$ cat src/design/rv_pkg.sv
package rv_pkg;

	localparam int xlen = 32;
	localparam int reg_count = 16;
	localparam int reg_addr_w = 4;  // rv32e, x0..x15

	localparam logic [6:0] op_lui    = 7'b0110111;
	localparam logic [6:0] op_auipc  = 7'b0010111;
	localparam logic [6:0] op_jal    = 7'b1101111;
	localparam logic [6:0] op_jalr   = 7'b1100111;
	localparam logic [6:0] op_branch = 7'b1100011;
	localparam logic [6:0] op_load   = 7'b0000011;
	localparam logic [6:0] op_store  = 7'b0100011;
	localparam logic [6:0] op_op_imm = 7'b0010011;
	localparam logic [6:0] op_op     = 7'b0110011;
	localparam logic [6:0] op_system = 7'b1110011;

	localparam logic [31:0] ebreak_word = 32'h0010_0073;

	// funct3 of op and op_imm
	localparam logic [2:0] f3_add_sub = 3'b000;
	localparam logic [2:0] f3_sll     = 3'b001;
	localparam logic [2:0] f3_slt     = 3'b010;
	localparam logic [2:0] f3_sltu    = 3'b011;
	localparam logic [2:0] f3_xor     = 3'b100;
	localparam logic [2:0] f3_srl_sra = 3'b101;
	localparam logic [2:0] f3_or      = 3'b110;
	localparam logic [2:0] f3_and     = 3'b111;

	// funct3 of branches
	localparam logic [2:0] f3_beq  = 3'b000;
	localparam logic [2:0] f3_bne  = 3'b001;
	localparam logic [2:0] f3_blt  = 3'b100;
	localparam logic [2:0] f3_bge  = 3'b101;
	localparam logic [2:0] f3_bltu = 3'b110;
	localparam logic [2:0] f3_bgeu = 3'b111;

	localparam logic [3:0] alu_add  = 4'd0;
	localparam logic [3:0] alu_sub  = 4'd1;
	localparam logic [3:0] alu_slt  = 4'd2;
	localparam logic [3:0] alu_sltu = 4'd3;
	localparam logic [3:0] alu_and  = 4'd4;
	localparam logic [3:0] alu_or   = 4'd5;
	localparam logic [3:0] alu_xor  = 4'd6;
	localparam logic [3:0] alu_sll  = 4'd7;
	localparam logic [3:0] alu_srl  = 4'd8;
	localparam logic [3:0] alu_sra  = 4'd9;

	localparam logic [1:0] mem_byte = 2'b00;  // same as funct3[1:0]
	localparam logic [1:0] mem_half = 2'b01;
	localparam logic [1:0] mem_word = 2'b10;

	typedef union packed {
		struct packed {
			logic [6:0] funct7;
			logic [4:0] rs2;
			logic [4:0] rs1;
			logic [2:0] funct3;
			logic [4:0] rd;
			logic [6:0] opcode;
		} r;  // r, i and u layouts
		struct packed {
			logic [6:0] imm_hi;
			logic [4:0] rs2;
			logic [4:0] rs1;
			logic [2:0] funct3;
			logic [4:0] imm_lo;
			logic [6:0] opcode;
		} s;  // s and b layouts
	} inst_u;

endpackage

$ cat src/design/reg_file.sv
`timescale 1ns/1ps

module reg_file (
	input  logic                          clk,
	input  logic                          reset,
	input  logic [rv_pkg::reg_addr_w-1:0] i_rs1,
	input  logic [rv_pkg::reg_addr_w-1:0] i_rs2,
	input  logic [rv_pkg::reg_addr_w-1:0] i_rd,
	input  logic                          i_wen,
	input  logic [rv_pkg::xlen-1:0]       i_wdata,
	output logic [rv_pkg::xlen-1:0]       o_rs1_data,
	output logic [rv_pkg::xlen-1:0]       o_rs2_data
);
	import rv_pkg::*;

	logic [xlen-1:0] regs [reg_count];

	assign o_rs1_data = (i_rs1 == '0) ? '0 : regs[i_rs1];  // x0 reads zero
	assign o_rs2_data = (i_rs2 == '0) ? '0 : regs[i_rs2];

	always_ff @(posedge clk) begin
		if (reset) begin
			for (int i = 0; i < reg_count; i++) begin
				regs[i] <= '0;
			end
		end else if (i_wen) begin
			regs[i_rd] <= i_wdata;
		end
	end

	// decode and control together keep x0 writes away
	assert property (@(posedge clk) disable iff (reset) i_wen |-> (i_rd != '0));

endmodule

$ cat src/design/inst_decode.sv
`timescale 1ns/1ps

module inst_decode (
	input  rv_pkg::inst_u                 i_inst,
	output logic [rv_pkg::reg_addr_w-1:0] o_rs1,
	output logic [rv_pkg::reg_addr_w-1:0] o_rs2,
	output logic [rv_pkg::reg_addr_w-1:0] o_rd,
	output logic [rv_pkg::xlen-1:0]       o_imm,
	output logic [3:0]                    o_alu_op,
	output logic                          o_src_a_pc,
	output logic                          o_src_a_zero,
	output logic                          o_src_b_imm,
	output logic [2:0]                    o_br_funct3,
	output logic                          o_is_branch,
	output logic                          o_is_jal,
	output logic                          o_is_jalr,
	output logic                          o_is_mem,
	output logic                          o_is_store,
	output logic [1:0]                    o_mem_size,
	output logic                          o_load_unsigned,
	output logic                          o_is_ebreak,
	output logic                          o_reg_wen
);
	import rv_pkg::*;

	logic [6:0]      opcode;
	logic [2:0]      funct3;
	logic [6:0]      funct7;
	logic            is_lui, is_auipc, is_load, is_op_imm, is_op;
	logic [xlen-1:0] imm_i, imm_s, imm_b, imm_u, imm_j;

	assign opcode = i_inst.r.opcode;
	assign funct3 = i_inst.r.funct3;
	assign funct7 = i_inst.r.funct7;

	assign is_lui    = (opcode == op_lui);
	assign is_auipc  = (opcode == op_auipc);
	assign is_load   = (opcode == op_load);
	assign is_op_imm = (opcode == op_op_imm);
	assign is_op     = (opcode == op_op);

	assign o_is_jal    = (opcode == op_jal);
	assign o_is_jalr   = (opcode == op_jalr);
	assign o_is_branch = (opcode == op_branch);
	assign o_is_store  = (opcode == op_store);
	assign o_is_mem    = is_load || o_is_store;
	assign o_is_ebreak = (opcode == op_system) && (i_inst == ebreak_word);

	// rv32e only decodes the low four register bits
	assign o_rs1 = i_inst.r.rs1[reg_addr_w-1:0];
	assign o_rs2 = i_inst.r.rs2[reg_addr_w-1:0];
	assign o_rd  = i_inst.r.rd[reg_addr_w-1:0];

	assign imm_i = {{20{funct7[6]}}, funct7, i_inst.r.rs2};
	assign imm_s = {{20{i_inst.s.imm_hi[6]}}, i_inst.s.imm_hi, i_inst.s.imm_lo};
	assign imm_b = {{19{i_inst.s.imm_hi[6]}}, i_inst.s.imm_hi[6], i_inst.s.imm_lo[0],
		i_inst.s.imm_hi[5:0], i_inst.s.imm_lo[4:1], 1'b0};
	assign imm_u = {funct7, i_inst.r.rs2, i_inst.r.rs1, funct3, 12'h000};
	assign imm_j = {{12{funct7[6]}}, i_inst.r.rs1, funct3, i_inst.r.rs2[0],
		funct7[5:0], i_inst.r.rs2[4:1], 1'b0};

	always_comb begin
		if (o_is_store) begin
			o_imm = imm_s;
		end else if (o_is_branch) begin
			o_imm = imm_b;
		end else if (o_is_jal) begin
			o_imm = imm_j;
		end else if (is_lui || is_auipc) begin
			o_imm = imm_u;
		end else begin
			o_imm = imm_i;
		end
	end

	always_comb begin
		o_alu_op = alu_add;  // address and upper-imm adds
		if (is_op || is_op_imm) begin
			case (funct3)
				f3_add_sub: o_alu_op = (is_op && funct7[5]) ? alu_sub : alu_add;
				f3_sll:     o_alu_op = alu_sll;
				f3_slt:     o_alu_op = alu_slt;
				f3_sltu:    o_alu_op = alu_sltu;
				f3_xor:     o_alu_op = alu_xor;
				f3_srl_sra: o_alu_op = funct7[5] ? alu_sra : alu_srl;
				f3_or:      o_alu_op = alu_or;
				f3_and:     o_alu_op = alu_and;
			endcase
		end
	end

	always_comb begin
		case (funct3[1:0])
			2'b00:   o_mem_size = mem_byte;
			2'b01:   o_mem_size = mem_half;
			default: o_mem_size = mem_word;
		endcase
	end

	assign o_load_unsigned = funct3[2];
	assign o_br_funct3 = funct3;
	assign o_src_a_pc = is_auipc;
	assign o_src_a_zero = is_lui;
	assign o_src_b_imm = !(is_op || o_is_branch);

	assign o_reg_wen = (is_lui || is_auipc || o_is_jal || o_is_jalr || is_load
		|| is_op_imm || is_op) && (o_rd != '0);

endmodule

$ cat src/design/alu_branch.sv
`timescale 1ns/1ps

module alu_branch (
	input  logic [rv_pkg::xlen-1:0] i_pc,
	input  logic [rv_pkg::xlen-1:0] i_rs1_data,
	input  logic [rv_pkg::xlen-1:0] i_rs2_data,
	input  logic [rv_pkg::xlen-1:0] i_imm,
	input  logic [3:0]              i_alu_op,
	input  logic                    i_src_a_pc,
	input  logic                    i_src_a_zero,
	input  logic                    i_src_b_imm,
	input  logic [2:0]              i_br_funct3,
	output logic [rv_pkg::xlen-1:0] o_alu_result,
	output logic                    o_br_taken
);
	import rv_pkg::*;

	logic [xlen-1:0] op_a;
	logic [xlen-1:0] op_b;
	logic [4:0]      shamt;

	assign op_a = i_src_a_pc ? i_pc : (i_src_a_zero ? '0 : i_rs1_data);  // auipc / lui
	assign op_b = i_src_b_imm ? i_imm : i_rs2_data;
	assign shamt = op_b[4:0];

	always_comb begin
		case (i_alu_op)
			alu_add:  o_alu_result = op_a + op_b;
			alu_sub:  o_alu_result = op_a - op_b;
			alu_slt:  o_alu_result = {31'd0, $signed(op_a) < $signed(op_b)};
			alu_sltu: o_alu_result = {31'd0, op_a < op_b};
			alu_and:  o_alu_result = op_a & op_b;
			alu_or:   o_alu_result = op_a | op_b;
			alu_xor:  o_alu_result = op_a ^ op_b;
			alu_sll:  o_alu_result = op_a << shamt;
			alu_srl:  o_alu_result = op_a >> shamt;
			alu_sra:  o_alu_result = $unsigned($signed(op_a) >>> shamt);
			default:  o_alu_result = '0;
		endcase
	end

	// compares always use the register pair
	always_comb begin
		case (i_br_funct3)
			f3_beq:  o_br_taken = (i_rs1_data == i_rs2_data);
			f3_bne:  o_br_taken = (i_rs1_data != i_rs2_data);
			f3_blt:  o_br_taken = ($signed(i_rs1_data) < $signed(i_rs2_data));
			f3_bge:  o_br_taken = ($signed(i_rs1_data) >= $signed(i_rs2_data));
			f3_bltu: o_br_taken = (i_rs1_data < i_rs2_data);
			f3_bgeu: o_br_taken = (i_rs1_data >= i_rs2_data);
			default: o_br_taken = 1'b0;
		endcase
	end

endmodule

$ cat src/design/lsu_align.sv
`timescale 1ns/1ps

module lsu_align (
	input  logic [rv_pkg::xlen-1:0] i_addr,
	input  logic [rv_pkg::xlen-1:0] i_store_data,
	input  logic [1:0]              i_mem_size,
	input  logic                    i_is_store,
	input  logic                    i_load_unsigned,
	input  logic [rv_pkg::xlen-1:0] i_lsu_rdata,
	output logic [rv_pkg::xlen-1:0] o_lsu_addr,
	output logic [1:0]              o_lsu_size,
	output logic                    o_lsu_wen,
	output logic [rv_pkg::xlen-1:0] o_lsu_wdata,
	output logic [3:0]              o_lsu_wmask,
	output logic [rv_pkg::xlen-1:0] o_load_data
);
	import rv_pkg::*;

	logic [1:0]      offset;
	logic [3:0]      lane_mask;
	logic [xlen-1:0] rdata_shifted;
	logic [7:0]      load_byte;
	logic [15:0]     load_half;

	assign offset = i_addr[1:0];
	assign o_lsu_addr = i_addr;
	assign o_lsu_size = i_mem_size;
	assign o_lsu_wen = i_is_store;
	assign o_lsu_wdata = i_store_data << {offset, 3'b000};  // into byte lanes

	always_comb begin
		case (i_mem_size)
			mem_byte: lane_mask = 4'b0001 << offset;
			mem_half: lane_mask = i_addr[1] ? 4'b1100 : 4'b0011;
			default:  lane_mask = 4'b1111;
		endcase
	end

	assign o_lsu_wmask = i_is_store ? lane_mask : 4'b0000;

	assign rdata_shifted = i_lsu_rdata >> {offset, 3'b000};
	assign load_byte = rdata_shifted[7:0];
	assign load_half = rdata_shifted[15:0];

	always_comb begin
		case (i_mem_size)
			mem_byte: o_load_data = {{24{load_byte[7] & ~i_load_unsigned}}, load_byte};
			mem_half: o_load_data = {{16{load_half[15] & ~i_load_unsigned}}, load_half};
			default:  o_load_data = i_lsu_rdata;
		endcase
	end

	// a write always carries at least one lane, a read none
	always_comb begin
		assert (o_lsu_wen == (o_lsu_wmask != 4'b0000));
	end

endmodule

$ cat src/design/core_ctrl.sv
`timescale 1ns/1ps

module core_ctrl #(
	parameter logic [rv_pkg::xlen-1:0] reset_pc = 32'h3000_0000
) (
	input  logic                    clk,
	input  logic                    reset,
	input  logic                    i_ifu_resp_valid,
	input  logic [rv_pkg::xlen-1:0] i_ifu_rdata,
	input  logic                    i_is_mem,
	input  logic                    i_is_branch,
	input  logic                    i_is_jal,
	input  logic                    i_is_jalr,
	input  logic                    i_is_ebreak,
	input  logic                    i_reg_wen,
	input  logic [rv_pkg::xlen-1:0] i_imm,
	input  logic [rv_pkg::xlen-1:0] i_alu_result,
	input  logic                    i_br_taken,
	input  logic                    i_lsu_resp_valid,
	input  logic [rv_pkg::xlen-1:0] i_load_data,
	output logic                    o_ifu_req_valid,
	output logic [rv_pkg::xlen-1:0] o_ifu_addr,
	output logic                    o_lsu_req_valid,
	output rv_pkg::inst_u           o_inst,
	output logic [rv_pkg::xlen-1:0] o_pc,
	output logic                    o_rd_wen,
	output logic [rv_pkg::xlen-1:0] o_rd_wdata,
	output logic                    o_halt
);
	import rv_pkg::*;

	localparam logic [2:0] s_fetch  = 3'd0;
	localparam logic [2:0] s_wait_i = 3'd1;
	localparam logic [2:0] s_exec   = 3'd2;
	localparam logic [2:0] s_mem    = 3'd3;
	localparam logic [2:0] s_wait_d = 3'd4;
	localparam logic [2:0] s_wb     = 3'd5;
	localparam logic [2:0] s_halt   = 3'd6;

	logic [2:0]      state;
	logic [xlen-1:0] pc;
	logic [xlen-1:0] pc_plus4;
	logic [xlen-1:0] next_pc;
	logic [xlen-1:0] alu_q;
	logic [xlen-1:0] load_q;

	assign pc_plus4 = pc + 32'd4;
	assign o_pc = pc;
	assign o_ifu_addr = pc;
	assign o_ifu_req_valid = (state == s_fetch) && !reset;  // no fetch while held in reset
	assign o_lsu_req_valid = (state == s_mem);
	assign o_rd_wen = (state == s_wb) && i_reg_wen;
	assign o_halt = (state == s_halt);

	always_comb begin
		if (i_is_jal || (i_is_branch && i_br_taken)) begin
			next_pc = pc + i_imm;
		end else if (i_is_jalr) begin
			next_pc = {alu_q[xlen-1:1], 1'b0};
		end else begin
			next_pc = pc_plus4;
		end
	end

	always_comb begin
		if (i_is_jal || i_is_jalr) begin
			o_rd_wdata = pc_plus4;  // link
		end else if (i_is_mem) begin
			o_rd_wdata = load_q;  // stores never reach here with wen
		end else begin
			o_rd_wdata = alu_q;
		end
	end

	always_ff @(posedge clk) begin
		if (reset) begin
			state <= s_fetch;
			pc <= reset_pc;
			o_inst <= '0;
		end else begin
			case (state)
				s_fetch: state <= s_wait_i;
				s_wait_i: begin
					if (i_ifu_resp_valid) begin
						o_inst <= i_ifu_rdata;
						state <= s_exec;
					end
				end
				s_exec: begin
					if (i_is_ebreak) begin
						state <= s_halt;
					end else if (i_is_mem) begin
						state <= s_mem;
					end else begin
						state <= s_wb;
					end
				end
				s_mem: state <= s_wait_d;
				s_wait_d: begin
					if (i_lsu_resp_valid) begin
						state <= s_wb;
					end
				end
				s_wb: begin
					pc <= next_pc;
					state <= s_fetch;
				end
				default: state <= s_halt;  // sticky until reset
			endcase
		end
	end

	always_ff @(posedge clk) begin
		if (state == s_exec) begin
			alu_q <= i_alu_result;
		end
		if (state == s_wait_d && i_lsu_resp_valid) begin
			load_q <= i_load_data;
		end
	end

	assert property (@(posedge clk) disable iff (reset)
		!(o_ifu_req_valid && o_lsu_req_valid));

endmodule

$ cat src/design/rv_core.sv
`timescale 1ns/1ps

module rv_core #(
	parameter logic [rv_pkg::xlen-1:0] reset_pc = 32'h3000_0000
) (
	input  logic                    clk,
	input  logic                    reset,
	output logic                    o_ifu_req_valid,
	output logic [rv_pkg::xlen-1:0] o_ifu_addr,
	input  logic                    i_ifu_resp_valid,
	input  logic [rv_pkg::xlen-1:0] i_ifu_rdata,
	output logic                    o_lsu_req_valid,
	output logic [rv_pkg::xlen-1:0] o_lsu_addr,
	output logic [1:0]              o_lsu_size,
	output logic                    o_lsu_wen,
	output logic [rv_pkg::xlen-1:0] o_lsu_wdata,
	output logic [3:0]              o_lsu_wmask,
	input  logic                    i_lsu_resp_valid,
	input  logic [rv_pkg::xlen-1:0] i_lsu_rdata,
	output logic                    o_halt
);
	import rv_pkg::*;

	inst_u                 inst;
	logic [xlen-1:0]       pc;
	logic [reg_addr_w-1:0] rs1;
	logic [reg_addr_w-1:0] rs2;
	logic [reg_addr_w-1:0] rd;
	logic [xlen-1:0]       imm;
	logic [3:0]            alu_op;
	logic                  src_a_pc;
	logic                  src_a_zero;
	logic                  src_b_imm;
	logic [2:0]            br_funct3;
	logic                  is_branch;
	logic                  is_jal;
	logic                  is_jalr;
	logic                  is_mem;
	logic                  is_store;
	logic [1:0]            mem_size;
	logic                  load_unsigned;
	logic                  is_ebreak;
	logic                  reg_wen;
	logic [xlen-1:0]       rs1_data;
	logic [xlen-1:0]       rs2_data;
	logic [xlen-1:0]       alu_result;
	logic                  br_taken;
	logic [xlen-1:0]       load_data;
	logic                  rd_wen;
	logic [xlen-1:0]       rd_wdata;

	core_ctrl #(.reset_pc(reset_pc)) u_core_ctrl (
		.clk(clk), .reset(reset),
		.i_ifu_resp_valid(i_ifu_resp_valid), .i_ifu_rdata(i_ifu_rdata),
		.i_is_mem(is_mem), .i_is_branch(is_branch), .i_is_jal(is_jal),
		.i_is_jalr(is_jalr), .i_is_ebreak(is_ebreak), .i_reg_wen(reg_wen),
		.i_imm(imm), .i_alu_result(alu_result), .i_br_taken(br_taken),
		.i_lsu_resp_valid(i_lsu_resp_valid), .i_load_data(load_data),
		.o_ifu_req_valid(o_ifu_req_valid), .o_ifu_addr(o_ifu_addr),
		.o_lsu_req_valid(o_lsu_req_valid), .o_inst(inst), .o_pc(pc),
		.o_rd_wen(rd_wen), .o_rd_wdata(rd_wdata), .o_halt(o_halt)
	);

	inst_decode u_inst_decode (
		.i_inst(inst), .o_rs1(rs1), .o_rs2(rs2), .o_rd(rd), .o_imm(imm),
		.o_alu_op(alu_op), .o_src_a_pc(src_a_pc), .o_src_a_zero(src_a_zero),
		.o_src_b_imm(src_b_imm), .o_br_funct3(br_funct3), .o_is_branch(is_branch),
		.o_is_jal(is_jal), .o_is_jalr(is_jalr), .o_is_mem(is_mem),
		.o_is_store(is_store), .o_mem_size(mem_size),
		.o_load_unsigned(load_unsigned), .o_is_ebreak(is_ebreak), .o_reg_wen(reg_wen)
	);

	alu_branch u_alu_branch (
		.i_pc(pc), .i_rs1_data(rs1_data), .i_rs2_data(rs2_data), .i_imm(imm),
		.i_alu_op(alu_op), .i_src_a_pc(src_a_pc), .i_src_a_zero(src_a_zero),
		.i_src_b_imm(src_b_imm), .i_br_funct3(br_funct3),
		.o_alu_result(alu_result), .o_br_taken(br_taken)
	);

	lsu_align u_lsu_align (
		.i_addr(alu_result), .i_store_data(rs2_data), .i_mem_size(mem_size),
		.i_is_store(is_store), .i_load_unsigned(load_unsigned),
		.i_lsu_rdata(i_lsu_rdata), .o_lsu_addr(o_lsu_addr), .o_lsu_size(o_lsu_size),
		.o_lsu_wen(o_lsu_wen), .o_lsu_wdata(o_lsu_wdata), .o_lsu_wmask(o_lsu_wmask),
		.o_load_data(load_data)
	);

	reg_file u_reg_file (
		.clk(clk), .reset(reset), .i_rs1(rs1), .i_rs2(rs2), .i_rd(rd),
		.i_wen(rd_wen), .i_wdata(rd_wdata),
		.o_rs1_data(rs1_data), .o_rs2_data(rs2_data)
	);

endmodule

$ cat config.mk
export PLATFORM = sky130hd
export DESIGN_NAME = rv_core
export DESIGN_NICKNAME = d
export VERILOG_FILES = /design/src/design/rv_pkg.sv /design/src/design/reg_file.sv /design/src/design/inst_decode.sv /design/src/design/alu_branch.sv /design/src/design/lsu_align.sv /design/src/design/core_ctrl.sv /design/src/design/rv_core.sv
export SDC_FILE = /design/constraint.sdc
export NUM_CORES = 2
export LEC_CHECK = 0
export BUFFER_PORTS_ARGS = -buffer_cell sky130_fd_sc_hd__buf_2
export CORE_AREA = 5 5 329 411
export DETAILED_ROUTE_END_ITERATION = 10
export DIE_AREA = 0 0 334 416
export SETUP_SLACK_MARGIN = 0.4
export SLEW_MARGIN = 20
export SYNTH_ARGS = -nofsm -noshare
export SYNTH_HDL_FRONTEND = slang
export SYNTH_SLANG_ARGS = --single-unit
$ cat constraint.sdc
create_clock -name clk -period 12.5 [get_ports clk]
set_input_delay 2.5 -clock clk [delete_from_list [all_inputs] [get_ports clk]]
set_output_delay 2.5 -clock clk [all_outputs]
set_load 0.05 [all_outputs]
; After elaboration in Yosys (flattened, before gate mapping)
; Memories as Yosys holds them, arrays and structs flattened. A register that Yosys moved wholly into a read port is not among the register bits.
; Cells that the tools add are included.
[word_totals]
mem_bits_rw = 512
rom_bits = 0
latchBits = 0
regBits = 131
elab_cells = 138
memories = 1
[memory_table]
columns = name, words, width, rd, rd_ports_with_merged_regs, write_ports, line_no
row1 = u_reg_file.regs, 16, 32, 2, 2, 16, reg_file.sv:16  ; logic [xlen-1:0] regs [reg_count];
[op_classes]
n_lt_le_gt_ge = 6
bitwise_logic = 6
eq_ne = 39
reduce_logical = 30
shifts = 6
n_mux = 41
mul = 0
div_mod_pow = 0
addsub = 4
[op_table]
columns = operator, count
row1 = $mux 32, 10
row2 = $pmux 32 s10, 1
row3 = $lt 32x32->1, 4
row4 = $mux 31, 4
row5 = $add 32x32->32, 2
row6 = $ge 32x32->1, 2
row7 = $pmux 32 s2, 1
row8 = $shl 32x5->32, 2
row9 = $add 32x3->32 const B, 1
row10 = $and 32x32->32, 1
row11 = $eq 32x21->1 const B, 1
row12 = $eq 32x32->1, 1
row13 = $mux 4, 8
row14 = $ne 32x32->1, 1
row15 = $or 32x32->32, 1
row16 = $pmux 4 s8, 1
row17 = $reduce_or 32->1, 1
row18 = $shr 32x5->16, 1
row19 = $shr 32x5->32, 1
row20 = $sshr 32x5->32, 1
row21 = $sub 32x32->32, 1
row22 = $xor 32x32->32, 1
row23 = $eq 7x7->1 const B, 4
row24 = $eq 3x3->1 const B, 7
row25 = 28 further kinds, 74

; Logic depth before layout (Yosys ltp)
[depth]
ltp_word = 14
mapped_depth = 26

; Modules after synthesis
; From an unflattened synthesis, not the netlist that was laid out.
[hier_totals]
hier_cells = 4733
hier_area_um2 = 47120.2
[modules_own_cells]
columns = module, n_inst, area_each_um2, cells_each, seq_area_each_um2
row1 = reg_file, 1, 25588.3, 1779, 14443.9
row2 = alu_branch, 1, 11030.6, 1640, 0.0
row3 = core_ctrl, 1, 8081.5, 922, 3263.1
row4 = lsu_align, 1, 1605.3, 266, 0.0
row5 = inst_decode, 1, 814.5, 126, 0.0

; Worst setup path after synthesis
; No wires, ideal clock.
[synth_path]
path_kind = register to output
start = reg (tool-made name)
end = out o_lsu_wdata[25] in the netlist's numbering
path_buffers = 8
arrival_time_ns = 6.910
setup_slack_ns = 3.090
required_time_ns = 10.000
path_stages_with_launch = 26
cell_sequence = dfxtp_1 -> buf_2 -> buf_4 -> clkbuf_1 -> buf_1 -> buf_1 -> mux4_2 -> mux4_2 -> nand2_1 -> o21ai_0 -> ha_1 -> clkbuf_1 -> inv_1 -> a221oi_1 -> o21ai_0 -> a211oi_1 -> o31a_1 -> a21oi_1 -> o211ai_1 -> and3_1 -> nor2_2 -> buf_4 -> buf_4 -> nand2_1 -> nand2_1 -> o21ai_0
[synth_rtl]
columns = item, line_no
row1 = to (decl), rv_core.sv:16  ; output logic [rv_pkg::xlen-1:0] o_lsu_wdata,

==> flow_metrics.py <==
metrics = {
    "run_status": {
        "status": "complete, no violations",
    },
    "cts": {
        "htreeDepth": 3,
        "cts-resized-gates": 0,
        "clk_latency_ns": 0.70,
        "clock-sinks": 651,
        "hold_buffers": 0,
        "cts_tree": "yes",
        "postCtsSetupBuffers": 0,
        "clk_pin_slew_ns": 0.06,
        "ctsRootBufferMaster": "clkbuf_16",
        "cts_buffer_depth": 3,
        "numCtsBuffers": 72,
    },
    "floorplanning": {
        "ios": 174,
        "die_w_um": 334,
        "die_area_um2": 139000,
        "rows": 149,
        "initial_utilization_pct": 34.6,
        "fp.dieH_um": 416,
        "core-area_um2": 131000,
    },
    "logic_synthesis": {
        "synthCells": 4481,
        "synth.distinct_cells": 91,
        "yosys_warnings": 0,
        "synth-simple-area-share_pct": 14.9,
        "ys_async_sr_fraction_pct": 0,
        "synth_ff_type": "edfxtp_1",
        "synth_edf_count": 576,
        "syn_avg_cell_area_um2": 10.1,
        "yosys.area_share.adder_pct": 4.56,
        "synth_top_family_by_area": "multiplexers",
        "ys_ff_latch": 651,
        "syn-cell-area_um2": 45500,
        "synth-compound-area-share_pct": 13.8,
        "ys_seq_area_share_pct": 41.4,
        "synthMuxAreaShare_pct": 19.5,
        "synthXorXnorAreaFrac_pct": 1.27,
    },
    "place": {
        "dp_hpwl_um": 149000,
        "place.gp.congestion": 1.03,
        "dpl-instance-area_um2": 48300,
        "portBuffers": 173,
        "pre_cts_slack_ns": 2.32,
    },
    "sta": {
        "rsz0062_at_grt": "false",
        "maxSlewHeadroom_pct": 14.0,
        "timing_hold_violations_final": 0,
        "hold_ws_ns": 0.522,
        "setup_violations": 0,
        "fmax_mhz": 89.7,
        "finalCritPeriodShare_pct": 89.2,
        "drv_slew": 0,
        "setup_slack_ns": 1.36,
        "tns_ns": 0,
        "skew_ns": 0.0383,
        "worstMarginPinSlew_ns": 1.29,
        "fin_crit_ns": 11.14,
    },
    "setup_path": {
        "start_kind": "flip-flop",
        "path_max_fanout": 56,
        "critPathSlowestCell": "o21ai_0",
        "cpMostUsedCell": "buf_4",
        "cp.buffers_inverters": 5,
        "cp.arrival_ns": 8.64,
        "required_ns": 10.00,
        "critPathKind": "flip-flop to output port",
        "worst_path_largest_cell_delay_ns": 1.16,
        "critPathTopFamily": "compound AO/OA/AOI/OAI gates",
        "crit_chain": "buf_4 > mux4_2 > mux2i_1 > o22a_1 > mux2i_4 > buf_4 > fa_1 > a22oi_1 > nand2_1 > a211oi_1 > o221ai_4 > buf_4 > inv_2 > nand2_1 > o21ai_0 > buf_2",
        "end_kind": "output port",
    },
    "detailed_routing": {
        "drcViolationCount": 0,
        "vias": 40200,
        "wl_per_cell_um": 32.8,
        "dr.pass1.iters": 8,
        "dr.first_iter.drc_count": 6124,
        "routed_wl_um": 208000,
        "postRouteAntennaNets": 0,
        "vias_per_cell": 6.34,
    },
    "final_layout": {
        "layout-drive-gt1-share_pct": 18.2,
        "final_area_um2": 50700,
        "fin_nets": 4768,
        "syn2layout_area_growth_pct": 11.6,
    },
    "power": {
        "power_switching_mw": 2.25,
        "p_int_mw": 4.22,
        "pwr-share-seq_pct": 39.3,
        "switching_share_pct": 34.8,
        "vdd_drop_max_uv": 107,
        "clkPwrFrac_pct": 34.2,
        "combPwrFrac_pct": 26.5,
        "power.density_nw_per_um2": 128,
        "leakage_nw": 18.8,
        "power_mw": 6.47,
    },
    "grt": {
        "grt-ovfl-total": 0,
        "globalRouteTotalUtil_pct": 28.7,
        "grt_antenna_before_repair": 10,
        "grt_pass1_wl_um": 288000,
        "grt_max_degree": 71,
        "grt_pass1_vias": 38600,
    },
    "job": {
        "drv_cap": 0,
    },
    "hold_path": {
        "hp-class": "flip-flop to flip-flop",
    },
}
-- stage by stage --
stage / utilization [%] / std cells
after detailed placement: 36.8 / 6198
after global placement: 36.8 / 6198
after floorplan: - / 4512
after CTS: 38.6 / 6329
after global routing: 38.6 / 6330
final: 38.6 / 6331
-- cells by family after synthesis --
logic type,after synthesis
flip-flops,651
multiplexers,524
XOR/XNOR,66
AND/OR/NAND/NOR,1619
AO/OA/AOI/OAI,953
buffers and inverters,503
adder cells (fa/ha/maj),164
other,1
-- cell type report --
cell class                 instances  area, um2
antenna                            2       5.00
timing repair buffer             311       1930
multi-input combinational       3358      24900
sequential                       651      18800
inverter                         142        533
clock buffer                      82       1860
fill                           12900      80500
clock inverter                    49        527
tap                             1736       2170
-- worst register-to-register path: stages, from the launching register on --
cell and delay (ns):
dfxtp_4 0.66, buf_4 0.61, mux4_2 0.46, mux4_2 0.57, nand2_1 0.31, a21o_1 0.18
buf_4 0.48, ha_1 0.44, a21oi_1 0.18, o22ai_1 0.17, a211oi_1 0.38, o31a_1 0.35
a21oi_1 0.16, o211ai_1 0.28, and3_1 0.26, nor2_2 0.05, buf_4 0.24, inv_2 0.09
buf_4 0.46, nor3_1 0.17, a311oi_4 0.73, nand2_1 0.16
-- registers in the layout, summed over array words and instances (netlist names), named ones only --
register and flops:
u_core_ctrl.state 3, u_core_ctrl.o_ifu_addr 32, u_core_ctrl.o_inst 32, u_core_ctrl.load_q 32, u_reg_file.regs 512, u_core_ctrl.alu_q 32
-- power by group through the flow --
stage	combinational, mW	clock [mW]	sequential [mW]
3_3_place_gp	1.65	0	2.58
5_1_grt	1.78	2.31	2.55
3_5_place_dp	1.65	0	2.58
2_1_floorplan	1.10	0	2.53
4_1_cts	1.66	2.23	2.54
6_report	1.71	2.21	2.54
-- worst paths after layout --
path | from | to | slack, ns | cells past startpoint
worst min-delay path | u_core_ctrl.o_inst[2] | u_core_ctrl.o_inst[2] | 0.52 | 2
worst max register to register | flip-flop | u_core_ctrl.load_q[21] | 4.83 | 21
worst min register to register | u_core_ctrl.o_inst[2] | u_core_ctrl.o_inst[2] | 0.52 | 2
worst max-delay path | flip-flop | o_lsu_wdata[16] | 1.36 | 16
-- routing by layer --
| layer | wire [um] | vias up | GRT usage, % |
|---|---|---|---|
| met5 | 155 | - | 0.663 |
| met4 | 17400 | 6 | 19.0 |
| met3 | 24400 | 718 | 7.74 |
| met2 | 94000 | 2961 | 45.8 |
| met1 | 71800 | 19800 | 34.0 |
| li1 | - | 16700 | - |
-- synth_stat cells (all sizes together), types with 74 or more instances --
| cell | number | area share (%) |
|---|---|---|
| ha | 161 | 4.4 |
| nor2 | 903 | 7.5 |
| o21ai | 151 | 1.7 |
| a211oi | 74 | 1.3 |
| inv | 141 | 1.2 |
| dfxtp | 75 | 3.3 |
| clkbuf | 241 | 2.0 |
| nand2 | 400 | 3.3 |
| mux2i | 204 | 4.5 |
| edfxtp | 576 | 38 |
| mux4 | 287 | 14 |
| a21oi | 322 | 3.6 |
| buf | 120 | 1.4 |
-- cells in the final DEF, fill, tap and decap left out, drive strengths merged, types with 17 or more instances in the layout --
cell type,instances
mux2i,204
a21oi,322
nand2,400
a21o,48
nand2b,20
a211o,33
buf,311
a22oi,17
o21a,17
ha,161
o22ai,38
dfxtp,75
and3,52
and2,23
o21ai,151
a221oi,21
edfxtp,576
a211oi,74
o21bai,23
xor2,28
o221ai,25
inv,145
mux2,33
clkinv,32
nor3,72
nand4,17
a31oi,23
clkbuf,82
nand3,72
xnor2,38
mux4,287
o211ai,42
nor2,903
conb,32
No activity file was read; power rests on OpenSTA's default activity.
